$ cat config.mk
export PLATFORM = sky130hd
export DESIGN_NAME = osd_cmd_decoder
export DESIGN_NICKNAME = d
export VERILOG_FILES = /design/src/rtl/osd_pkg.sv /design/src/rtl/osd_cmd_decoder.sv
export SDC_FILE = /design/constraint.sdc
export NUM_CORES = 1
export LEC_CHECK = 0
export BUFFER_PORTS_ARGS = -buffer_cell sky130_fd_sc_hd__buf_2
export CAP_MARGIN = 15
export CELL_PAD_IN_SITES_DETAIL_PLACEMENT = 0
export CELL_PAD_IN_SITES_GLOBAL_PLACEMENT = 1
export CORE_ASPECT_RATIO = 0.9
export CORE_MARGIN = 2
export CORE_UTILIZATION = 45
export CTS_CLUSTER_DIAMETER = 100
export CTS_CLUSTER_SIZE = 8
export DETAILED_ROUTE_END_ITERATION = 6
export PLACE_DENSITY = 0.86
export SYNTH_ARGS = -nofsm -noshare
export SYNTH_HDL_FRONTEND = slang
export SYNTH_SLANG_ARGS = --single-unit
$ cat constraint.sdc
create_clock -name clk -period 8.1 [get_ports clk]
set_input_delay 2.43 -clock clk [delete_from_list [all_inputs] [get_ports clk]]
set_output_delay 2.43 -clock clk [all_outputs]
set_load 0.1 [all_outputs]
$ cat src/rtl/osd_pkg.sv
// shared widths and codes; OSD window is fixed at 256x64 and command codes use bits 7:2 only
package osd_pkg;

  // ----------------------------------------------------------------------
  // data widths
  // ----------------------------------------------------------------------

  // one byte of the host command stream
  typedef logic [7:0]  byte_t;
  // 2048-byte OSD bitmap
  typedef logic [10:0] buf_addr_t;
  // host bus byte address, no page byte
  typedef logic [23:0] host_addr_t;
  // host bus write word
  typedef logic [15:0] host_data_t;

  // ----------------------------------------------------------------------
  // command codes, upper 6 bits of a command byte
  // ----------------------------------------------------------------------
  typedef enum logic [5:0] {
    CMD_NOP        = 6'b000000,
    CMD_RESET_CTRL = 6'b000010,
    CMD_OSD_CTRL   = 6'b001010,
    CMD_CHIP_CFG   = 6'b000001,
    CMD_MEMORY_CFG = 6'b001001,
    CMD_VIDEO_CFG  = 6'b001101,
    CMD_OSD_BUFFER = 6'b000011,
    CMD_MEM_WRITE  = 6'b000111
  } cmd_t;

  // host write FSM
  typedef enum logic [0:0] {
    WR_IDLE  = 1'b0,
    WR_WRITE = 1'b1
  } wr_state_t;

  // ----------------------------------------------------------------------
  // OSD window in beam counts
  // ----------------------------------------------------------------------
  localparam int OSD_H_START = 448;
  localparam int OSD_WIDTH   = 256;
  localparam int OSD_V_START = 128;
  localparam int OSD_HEIGHT  = 64;

  // chip ram 512k, slow ram 512k at power up
  localparam logic [6:0] MEMORY_CFG_RESET = 7'b0000101;

endpackage
$ cat src/rtl/osd_cmd_decoder.sv
// byte stream arrives parallel, one byte per clock at most; FIFO overflow is left to sender credits
`timescale 1ns/1ps

module osd_cmd_decoder (
  input  logic                clk,
  input  logic                reset,
  input  logic                rx_valid,
  input  logic                rx_cmd,
  input  osd_pkg::byte_t      rx_data,
  output logic                cfg_we,
  output osd_pkg::cmd_t       cfg_cmd,
  output osd_pkg::byte_t      cfg_data,
  output logic                buf_we,
  output osd_pkg::buf_addr_t  buf_addr,
  output osd_pkg::byte_t      buf_data,
  output logic                fifo_push,
  output osd_pkg::host_data_t fifo_data,
  output logic                mem_addr_load,
  output osd_pkg::host_addr_t mem_addr,
  output logic                cmd_start
);

  osd_pkg::cmd_t      cmd;
  logic [1:0]         dat_cnt;
  logic               rx_dat;
  logic               reg_cmd;
  logic               buf_sel;
  logic               mem_sel;
  osd_pkg::buf_addr_t buf_ptr;
  logic               pair_hi;
  osd_pkg::byte_t     hi_byte;

  assign rx_dat  = rx_valid && !rx_cmd;
  assign buf_sel = rx_dat && (cmd == osd_pkg::CMD_OSD_BUFFER);
  assign mem_sel = rx_dat && (cmd == osd_pkg::CMD_MEM_WRITE);

  // ----------------------------------------------------------------------
  // command latch and data byte index
  // ----------------------------------------------------------------------
  always_ff @(posedge clk) begin
    if (reset) begin
      cmd       <= osd_pkg::CMD_NOP;
      dat_cnt   <= 2'd0;
      cmd_start <= 1'b0;
    end else begin
      cmd_start <= rx_valid && rx_cmd;
      if (rx_valid && rx_cmd) begin
        // unknown codes are kept but select nothing
        cmd     <= osd_pkg::cmd_t'(rx_data[7:2]);
        dat_cnt <= 2'd0;
      end else if (rx_dat && (dat_cnt != 2'd3)) begin
        // saturates at 3
        dat_cnt <= dat_cnt + 2'd1;
      end
    end
  end

  // register commands take only the first data byte
  always_comb begin
    case (cmd)
      osd_pkg::CMD_RESET_CTRL,
      osd_pkg::CMD_OSD_CTRL,
      osd_pkg::CMD_CHIP_CFG,
      osd_pkg::CMD_MEMORY_CFG,
      osd_pkg::CMD_VIDEO_CFG: reg_cmd = 1'b1;
      default:                reg_cmd = 1'b0;
    endcase
  end

  // same cycle as the byte, registers latch it at the edge
  assign cfg_we   = rx_dat && reg_cmd && (dat_cnt == 2'd0);
  assign cfg_cmd  = cmd;
  assign cfg_data = rx_data;

  // ----------------------------------------------------------------------
  // OSD buffer writes
  // ----------------------------------------------------------------------
  always_ff @(posedge clk) begin
    if (reset) begin
      buf_we <= 1'b0;
    end else begin
      buf_we <= buf_sel && (dat_cnt != 2'd0);
    end
  end

  always_ff @(posedge clk) begin
    if (buf_sel) begin
      if (dat_cnt == 2'd0) begin
        // line number selects a 256-byte row
        buf_ptr <= {rx_data[2:0], 8'h00};
      end else begin
        buf_addr <= buf_ptr;
        buf_data <= rx_data;
        // wraps within 11 bits
        buf_ptr  <= buf_ptr + 11'd1;
      end
    end
  end

  // ----------------------------------------------------------------------
  // memory writes, 3 address bytes then high/low pairs
  // ----------------------------------------------------------------------
  always_ff @(posedge clk) begin
    if (reset) begin
      mem_addr_load <= 1'b0;
      fifo_push     <= 1'b0;
      pair_hi       <= 1'b0;
    end else begin
      mem_addr_load <= mem_sel && (dat_cnt == 2'd2);
      fifo_push     <= mem_sel && (dat_cnt == 2'd3) && pair_hi;
      if (rx_valid && rx_cmd) begin
        pair_hi <= 1'b0;
      end else if (mem_sel && (dat_cnt == 2'd3)) begin
        pair_hi <= !pair_hi;
      end
    end
  end

  always_ff @(posedge clk) begin
    if (mem_sel) begin
      case (dat_cnt)
        // address low byte first
        2'd0: mem_addr[7:0]   <= rx_data;
        2'd1: mem_addr[15:8]  <= rx_data;
        2'd2: mem_addr[23:16] <= rx_data;
        default: begin
          if (!pair_hi) begin
            hi_byte <= rx_data;
          end else begin
            fifo_data <= {hi_byte, rx_data};
          end
        end
      endcase
    end
  end

endmodule

Word level (Yosys, flattened, before mapping)
Cells that the tools add are included.

Register bits: 91.

Multiplexer cells: 2. Eq/ne operators: 11. Add/sub/neg operators: 2. Bitwise logic cells: 3. Reduce and logical (&&, ||, !) cells: 24.

Operator list (number): equality test 6 x 4 -> 1 bit (second input constant) (3); equality test 6 x 2 -> 1 bit (second input constant) (2); adder 11 x 1 -> 11 bit (second input constant) (1); logical AND 1 bit (11); two-way mux 11 bit (1); AND reduction 2 bit (4); equality test 6 x 1 -> 1 bit (second input constant) (1); equality test 6 x 3 -> 1 bit (second input constant) (1); AND reduction 3 bit (2); OR reduction 5 bit (1); equality test 2 bit (second input constant) (2); NOT 1 bit (3); OR reduction 3 bit (1); adder 2 x 1 -> 2 bit (second input constant) (1); equality test 2 x 1 -> 1 bit (second input constant) (1); zero test 1 bit (2); zero test 2 bit (1); != test 2 bit (second input constant) (1); nonzero test 2 bit (1); OR reduction 2 bit (1); two-way mux 1 bit (1).

Longest topological paths before layout
Gate-level depths: netlist (run 1).

Depth in word-level cells: 5. Depth in mapped cells: 6. Depth with buffers taken out: 5.

Worst setup path after synthesis (run 1)
Ideal clock, no wire load.

Kind: input port to output port. From: input port rx_cmd. To: output port cfg_we. Data arrival time: 4.047 ns. Cell stages on the path: 3. Slack: 1.623 ns. Cells stage by stage: nor4b_4 -> nand2_1 -> nor2_1.

Word-level cells in the longest chain between the ends: 4.

RTL lines: start, declared (RTL line osd_cmd_decoder.sv:8) `input logic rx_cmd,`; zero test 1 bit (RTL line osd_cmd_decoder.sv:33) `assign rx_dat = rx_valid && !rx_cmd;`; logical AND 1 bit (RTL line osd_cmd_decoder.sv:33); logical AND 1 bit (2 in a row) (RTL line osd_cmd_decoder.sv:71) `assign cfg_we = rx_dat && reg_cmd && (dat_cnt == 2'd0);`; end, declared (RTL line osd_cmd_decoder.sv:10) `output logic cfg_we,`.

Every way passes these cells.

Worst setup path in the final report (run 1)
Ends and elaborated chain as after synthesis.

==> run summary, run 1 <==
Status -> finished, final reports clean
Overflow after GRT -> 0
Core ar. -> 0.00708 mm2
Area of the multi-input gates -> 608 um2
Post_cts resized -> 0
# Max-Cap Violations -> 0
WL final -> 6430 um
Clk slew on worst S/H paths -> 0.09 ns
Crit path DAT -> 3.58 ns
Worst Hold Path Cells -> 0
Syn avg cell area -> 16.7 um2
Leak Pwr -> 1.53 nW
Cell row count -> 29
Post-synthesis register bit count -> 91
Drc violations -> 0
Slew margin rel. -> 27.1%
Layer carrying the most global-route usage -> met2
Critical Path RT -> 5.67 ns
XOR/XNOR Fraction of Synth Area -> 0.797%
Pwr per Cell Area -> 223 mW/mm2
Vias -> 1977
Synth Warn # -> 0
Main combinational cell family by area after synthesis -> simple AND/OR/NAND/NOR gates
Die area -> 0.00803 mm2
Mux share of post-synthesis cell area -> 0.304%
H-Tree Depth -> 3
Synth unique cells -> 32
Worst Clk Skew -> 0.00708 ns
Worst setup path class -> primary input to output pin
Gpl congestion -> 0.785
Setup TNS -> 0 ns
M3 GR Usage -> 2.66%
Die Y -> 85.2 um
Largest net degree at the start of global routing -> 22
Slew at the pin with the worst max-slew slack -> 1.09 ns
Vias in the first global route -> 1799
Met2 GRT Util -> 24.7%
Max Buffers Root-to-Sink -> 2
Cell area after synthesis -> 0.00330 mm2
Post-Synth Simple-Gate Area -> 10.5%
Top cells by area, synth -> edfxtp_1 (71%), dfxtp_1 (7.9%), ha_1 (2.3%), buf_4 (2.0%), a22o_1 (1.6%)
CTS root buffer -> clkbuf_8
Setup crit start kind -> primary input
Endpoints failing setup -> 0
Gate Count Post-Synth -> 198
Peak supply drop -> 0.0941 mV
PortBufs -> 89
GR Util met1 -> 22.2%
Post-Syn Nets -> 216
Routed Antenna Nets -> 0
Antenna Cells -> 0
Wire length per cell -> 16.6 um
Compound-Gate Fraction of Synth Area -> 4.36%
Area leader, netlist -> edfxtp_1
Class of the worst hold path -> flop to flop
RSZ-0062 raised after global routing -> false
CTS tree -> built
Area growth syn-to-layout -> 22.4%
Endpoint type of the worst setup path -> output pin
Num CTS Buffers -> 9
Die span in x -> 94.2 um
Register area -> 0.00260 mm2
Nets -> 308
Io pins -> 90
Slew Limit Fails -> 0
Highest fanout seen on the critical path -> 6
Number of clock sinks -> 91
Number of fill cells -> 593
Starting Density -> 46.6%
FF-to-FF path depth -> 3
Via-to-Cell Ratio -> 5.10
DR iter-0 viols -> 134
Final Hold Vio Count -> 0
Peak Freq -> 0.166 GHz
Period utilization -> 74.2%
Sequential fraction of the synthesis area -> 78.9%
Global-route wire length before repair -> 9520 um
Adder-cell share of the synthesized area -> 2.28%
Top-area cell type share of the netlist area -> 71.0%
Final min period -> 6.01 ns
DRT Pass-1 Iters -> 4
GRT Overall Usage -> 16.1%
Worst-Skew Late Latency -> 0.35 ns
Overall power consumption -> 901 uW
Detail Placement HPWL -> 4270 um
Hold-fix buffers, CTS -> 0
Share of cells above drive strength 1 -> 37.3%
Initial antenna violation count -> 0
Setup bufs post-CTS -> 0
-- report_power, final --
group          internal, mW  switching, mW  total (mW)
Sequential            0.508        0.00302       0.511
Clock                 0.177          0.160       0.336
Combinational       0.00995         0.0439      0.0538
Total                 0.694          0.207       0.901
-- stage by stage --
step	setup WS, ns	std cells	instance area [um2]	util [%]	hold slack (ns)
after floorplan	1.62	198	3300	-	0.400
final	2.09	388	4030	57.0	0.425
after global placement	2.13	371	3800	53.7	0.403
after global routing	1.99	388	4030	57.0	0.431
after CTS	2.10	387	4030	56.9	0.424
after detailed placement	2.10	371	3800	53.7	0.405
-- per-layer routing --
layer | wire (um) | vias up | part of all wire [%]
met5 | 0 | - | 0
met2 | 3120 | 90 | 49
li1 | - | 926 | -
met4 | 143 | 0 | 2.2
met1 | 2720 | 948 | 42
met3 | 433 | 13 | 6.7
-- worst max-delay path: stages --
cell and delay [ns]:
buf_2 0.14, nor4b_4 0.34, nand2_1 0.09, nor2_1 0.13, buf_2 0.44
-- final timing paths --
path | from | endpoint | slack, ns
max | rx_cmd | cfg_we | 2.09
min | hi_byte[1] | fifo_data[9] | 0.43
max reg2reg | dat_cnt[0] | buf_addr[9] | 5.73
min reg2reg | hi_byte[1] | fifo_data[9] | 0.43
-- registers in the layout, indices dropped and copies added, names as in the netlist --
register / flops
mem_addr: 24
fifo_data: 16
buf_addr: 11
buf_ptr: 11
buf_data: 8
hi_byte: 8
cfg_cmd: 6
dat_cnt: 2
buf_we: 1
cmd_start: 1
fifo_push: 1
mem_addr_load: 1
pair_hi: 1
-- cells by family (layout without fill, tap and decap cells) --
logic type / count (synthesis) / in the layout
mux: 1 / 1
fa+ha+maj: 6 / 6
simple gates: 58 / 58
compound gates: 23 / 23
xor+xnor: 3 / 3
buf+inv: 16 / 113
flops: 91 / 91
-- layout make-up --
type	instances	area share, %
clock buffer	9	3.07
clock inverter	7	2.48
inverter	6	0.558
multi-input combinational	91	15.1
sequential	91	64.5
tap	93	2.88
timing repair buffer	91	11.4
-- placed cells by master (no fill, tap or decap), types with 8 or more instances in the layout --
cell	Yosys	final
nand2_1	10	10
dfxtp_1	13	13
clkbuf_8	0	9
edfxtp_1	78	78
buf_2	0	89
nor2_1	9	8
o21ai_0	8	8
-- Yosys cell counts (all sizes together) --
| cell | instances |
|---|---|
| nand4b | 1 |
| nor4 | 1 |
| nand2 | 10 |
| ha | 6 |
| edfxtp | 78 |
| nand4 | 4 |
| a22oi | 2 |
| clkbuf | 1 |
| nor2 | 9 |
| a22o | 6 |
| nor2b | 6 |
| a31oi | 1 |
| or3 | 3 |
| a21oi | 6 |
| and3 | 1 |
| buf | 9 |
| nor3b | 1 |
| or4 | 2 |
| mux2i | 1 |
| nand3 | 7 |
| nor4b | 1 |
| and3b | 1 |
| nor3 | 3 |
| xnor2 | 1 |
| or4b | 3 |
| nand2b | 1 |
| xor2 | 2 |
| and2 | 4 |
| dfxtp | 13 |
| inv | 6 |
| o21ai | 8 |
Power figures use the tool's default switching activity.
==> run 2, diff against run 1 <==
- ABC_AREA: not set -> 1
- CORE_UTILIZATION: 45 -> 41
- PLACE_DENSITY: 0.86 -> 0.81
- clock period: 8.1 -> 5.6 ns (I/O delays scaled with it)
==> run 2 against run 1 <==
Critical endpoint unchanged; critical path type unchanged; clock power increased by 32%; largest power group unchanged; design area decreased by 0.56%; count of clock-buffer cells in the layout increased by 1; via count decreased by 1.2%; clock skew increased by 0.0053 ns.
==> run summary, run 2 <==
Synth cell count leaders -> edfxtp_1 (78), nand2_1 (38), nor2_1 (25) (was edfxtp_1 (78), dfxtp_1 (13), nand2_1 (10))
DR WL met3 -> 508 um (was 433 um)
Peak Freq -> 0.230 GHz
Syn avg cell area -> 14.5 um2 (was 16.7 um2)
DR iter-0 viols -> 70 (was 134)
Commonest non-fill, non-tap cell in the layout -> buf_2 (unchanged)
Final Hold Vio Count -> 0 (unchanged)
Io pins -> 90 (unchanged)
Slew at the pin with the worst max-slew slack -> 1.00 ns (was 1.09 ns)
Met2 Wirelength -> 3030 um (was 3120 um)
Ys async rst share -> 0% (unchanged)
Die span in x -> 98.3 um (was 94.2 um)
Share of cells above drive strength 1 -> 34.6% (was 37.3%)
Gate Count Post-Synth -> 226 (was 198)
Max layer used -> met4 (unchanged)
Most flops, register -> mem_addr (unchanged)
Hold path startpoint -> hi_byte[1] (unchanged)
Core ar. -> 0.00766 mm2 (was 0.00708 mm2)
Dpl cells -> 404 (was 371)
Hold-fix buffers, CTS -> 0 (unchanged)
Post-route cell area -> 0.00401 mm2 (was 0.00403 mm2)
DP Area -> 0.00381 mm2 (was 0.00380 mm2)
Worst Clk Skew -> 0.0123 ns (was 0.00708 ns)
Seq pwr share -> 58.3% (was 56.7%)
Post-Syn Nets -> 244 (was 216)
Final min period -> 4.35 ns
RSZ-0062 raised after global routing -> false (unchanged)
Non-filler instance count after layout -> 420 (was 388)
Vias in the first global route -> 1755 (was 1799)
R2R Path Start -> dat_cnt[0] (unchanged)
DRT Pass-1 Iters -> 4 (unchanged)
CTS tree -> built (unchanged)
Setup bufs post-CTS -> 0 (unchanged)
Vias -> 1953 (was 1977)
Endpoints failing setup -> 0 (unchanged)
Peak supply drop -> 0.112 mV (was 0.0941 mV)
Clk slew on worst S/H paths -> 0.08 ns (was 0.09 ns)
Sequential fraction of the synthesis area -> 79.3% (was 78.9%)
Starting Density -> 42.9% (was 46.6%)
Largest net degree at the start of global routing -> 20 (was 22)
Post-synth EDFFs -> 78 (unchanged)
Critical path buffers and inverters -> 4 (was 2)
Overflow after GRT -> 0 (unchanged)
Cell row count -> 30 (was 29)
Setup TNS -> 0 ns (unchanged)
Top-area cell type share of the netlist area -> 71.4% (was 71.0%)
Setup crit start kind -> primary input (unchanged)
Endpoint type of the worst setup path -> output pin (unchanged)
Detail Placement HPWL -> 4500 um (was 4270 um)
CP startpoint -> rx_cmd (unchanged)
Status -> finished, final reports clean (unchanged)
GRT Overall Usage -> 14.6% (was 16.1%)
Area growth syn-to-layout -> 22.2% (was 22.4%)
Gpl congestion -> 0.765 (was 0.785)
Post-synthesis register bit count -> 91 (unchanged)
Slew Limit Fails -> 0 (unchanged)
Worst setup path class -> primary input to output pin (unchanged)
Clock share of power -> 35.2% (was 37.4%)
Sw Ratio -> 24.1% (was 23.0%)
Number of clock sinks -> 91 (unchanged)
Wire length per cell -> 15.1 um (was 16.6 um)
Top Registers -> mem_addr: 24 flops, fifo_data: 16 flops (unchanged)
Class of the worst hold path -> flop to flop (unchanged)
Critical-path cell list -> buf_2 -> inv_1 -> nand2_1 -> inv_1 -> nand3_1 -> nor4_2 -> buf_2 (was buf_2 -> nor4b_4 -> nand2_1 -> nor2_1 -> buf_2)
Psw -> 305 uW (was 207 uW)
Max incr delay on CP -> 0.46 ns (was 0.44 ns)
Highest fanout seen on the critical path -> 3 (was 6)
CP top delay family -> buffers and inverters (unchanged)
Post_cts resized -> 0 (unchanged)
Ys flop type -> edfxtp_1 (unchanged)
Worst-Skew Late Latency -> 0.36 ns (was 0.35 ns)
Most numerous cell in the Yosys netlist -> edfxtp_1 (unchanged)
Antenna Cells -> 0 (unchanged)
Drc violations -> 0 (unchanged)
Place WS -> 1.25 ns (was 2.10 ns)
Final Util -> 52.4% (was 57.0%)
Critical Path RT -> 3.92 ns (was 5.67 ns)
Global-route wire length before repair -> 9370 um (was 9520 um)
Slew margin rel. -> 32.9% (was 27.1%)
Via-to-Cell Ratio -> 4.65 (was 5.10)
Commonest non-fill, non-tap cells in the layout -> buf_2 (89), edfxtp_1 (78), nand2_1 (38), nor2_1 (25), inv_1 (22) (was buf_2 (89), edfxtp_1 (78), dfxtp_1 (13), nand2_1 (10), clkbuf_8 (9))
Worst path slowest cell -> buf_2 (unchanged)
Int Pwr -> 961 uW (was 694 uW)
Routed Antenna Nets -> 0 (unchanged)
Die area -> 0.00874 mm2 (was 0.00803 mm2)
Initial antenna violation count -> 0 (unchanged)
Wire length on met1 -> 2670 um (was 2720 um)
Top cells by area, synth -> edfxtp_1 (71%), dfxtp_1 (7.9%), nand2_1 (4.3%), nor2_1 (2.9%), inv_1 (2.5%) (was edfxtp_1 (71%), dfxtp_1 (7.9%), ha_1 (2.3%), buf_4 (2.0%), a22o_1 (1.6%))
Num CTS Buffers -> 9 (unchanged)
Period utilization -> 77.7%
Area leader, netlist -> edfxtp_1 (unchanged)
Number of flip-flops in the largest register -> 24 (unchanged)
Cell area after synthesis -> 0.00328 mm2 (was 0.00330 mm2)
# Max-Cap Violations -> 0 (unchanged)
CTS root buffer -> clkbuf_8 (unchanged)
Leak Pwr -> 1.61 nW (was 1.53 nW)
Crit path DAT -> 2.67 ns (was 3.58 ns)
Die Y -> 88.9 um (was 85.2 um)
WL final -> 6340 um (was 6430 um)
PnR worst setup slack -> 1.25 ns (was 2.09 ns)
Max Buffers Root-to-Sink -> 2 (unchanged)
Synth unique cells -> 21 (was 32)
Pwr per Cell Area -> 315 mW/mm2 (was 223 mW/mm2)
H-Tree Depth -> 3 (unchanged)
Nets -> 337 (was 308)
Combinational power share -> 6.5% (was 6.0%)
Synth Warn # -> 0 (unchanged)
PortBufs -> 89 (unchanged)
-- run 2: changes by cell type after synthesis, moves of 4 or more --
| cell | delta |
|---|---|
| a21oi_1 | -4 |
| a22o_1 | -4 |
| and2_1 | -4 |
| inv_1 | +16 |
| nand2_1 | +28 |
| nand3_1 | +5 |
| nor2_1 | +16 |
| nor2b_1 | -6 |
-- run 2: path summary, 6_finish.rpt --
kind                   to  slack (ns)  cells past startpoint
max                cfg_we        1.25                      7
min          fifo_data[9]        0.42                      0
max reg2reg   mem_addr[0]        3.34                      4
min reg2reg  fifo_data[9]        0.42                      0
-- run 2: power groups by stage --
stage	combinational, mW	sequential (mW)	clock (mW)
2_1_floorplan	0.0471	0.771	0
4_1_cts	0.0832	0.738	0.451
3_3_place_gp	0.0822	0.753	0
3_5_place_dp	0.0831	0.753	0
5_1_grt	0.0875	0.738	0.479
6_report	0.0822	0.738	0.445
-- run 2: area by class of cell --
class	count	area, um2
clock buffers	10	128
multi-input cells	104	544
inverters	22	82.6
clock inverters	6	73.8
repair buffers	91	460
fillers	684	3650
flip-flops and latches	91	2600
well taps	96	120
-- run 2: metrics by stage --
stage	hold WS, ns	power [mW]
floorplan	0.400	0.818
global placement	0.400	0.835
detailed placement	0.405	0.836
CTS	0.425	1.27
global route	0.433	1.30
finish	0.424	1.27
-- run 2: layer usage --
metal	GRT usage (%)	vias to the layer above
met5	0	-
met1	19.1	898
met3	3.40	9
met2	22.9	88
met4	8.22	0
li1	-	958
-- run 2: cells by family after synthesis --
kind of cell	count (synthesis)	synth area share, %
flip-flops	91	79.3
buffers and inverters	31	4.46
adder cells (fa/ha/maj)	6	2.29
AND/OR/NAND/NOR	83	10.9
AO/OA/AOI/OAI	11	1.94
XOR/XNOR	4	1.07
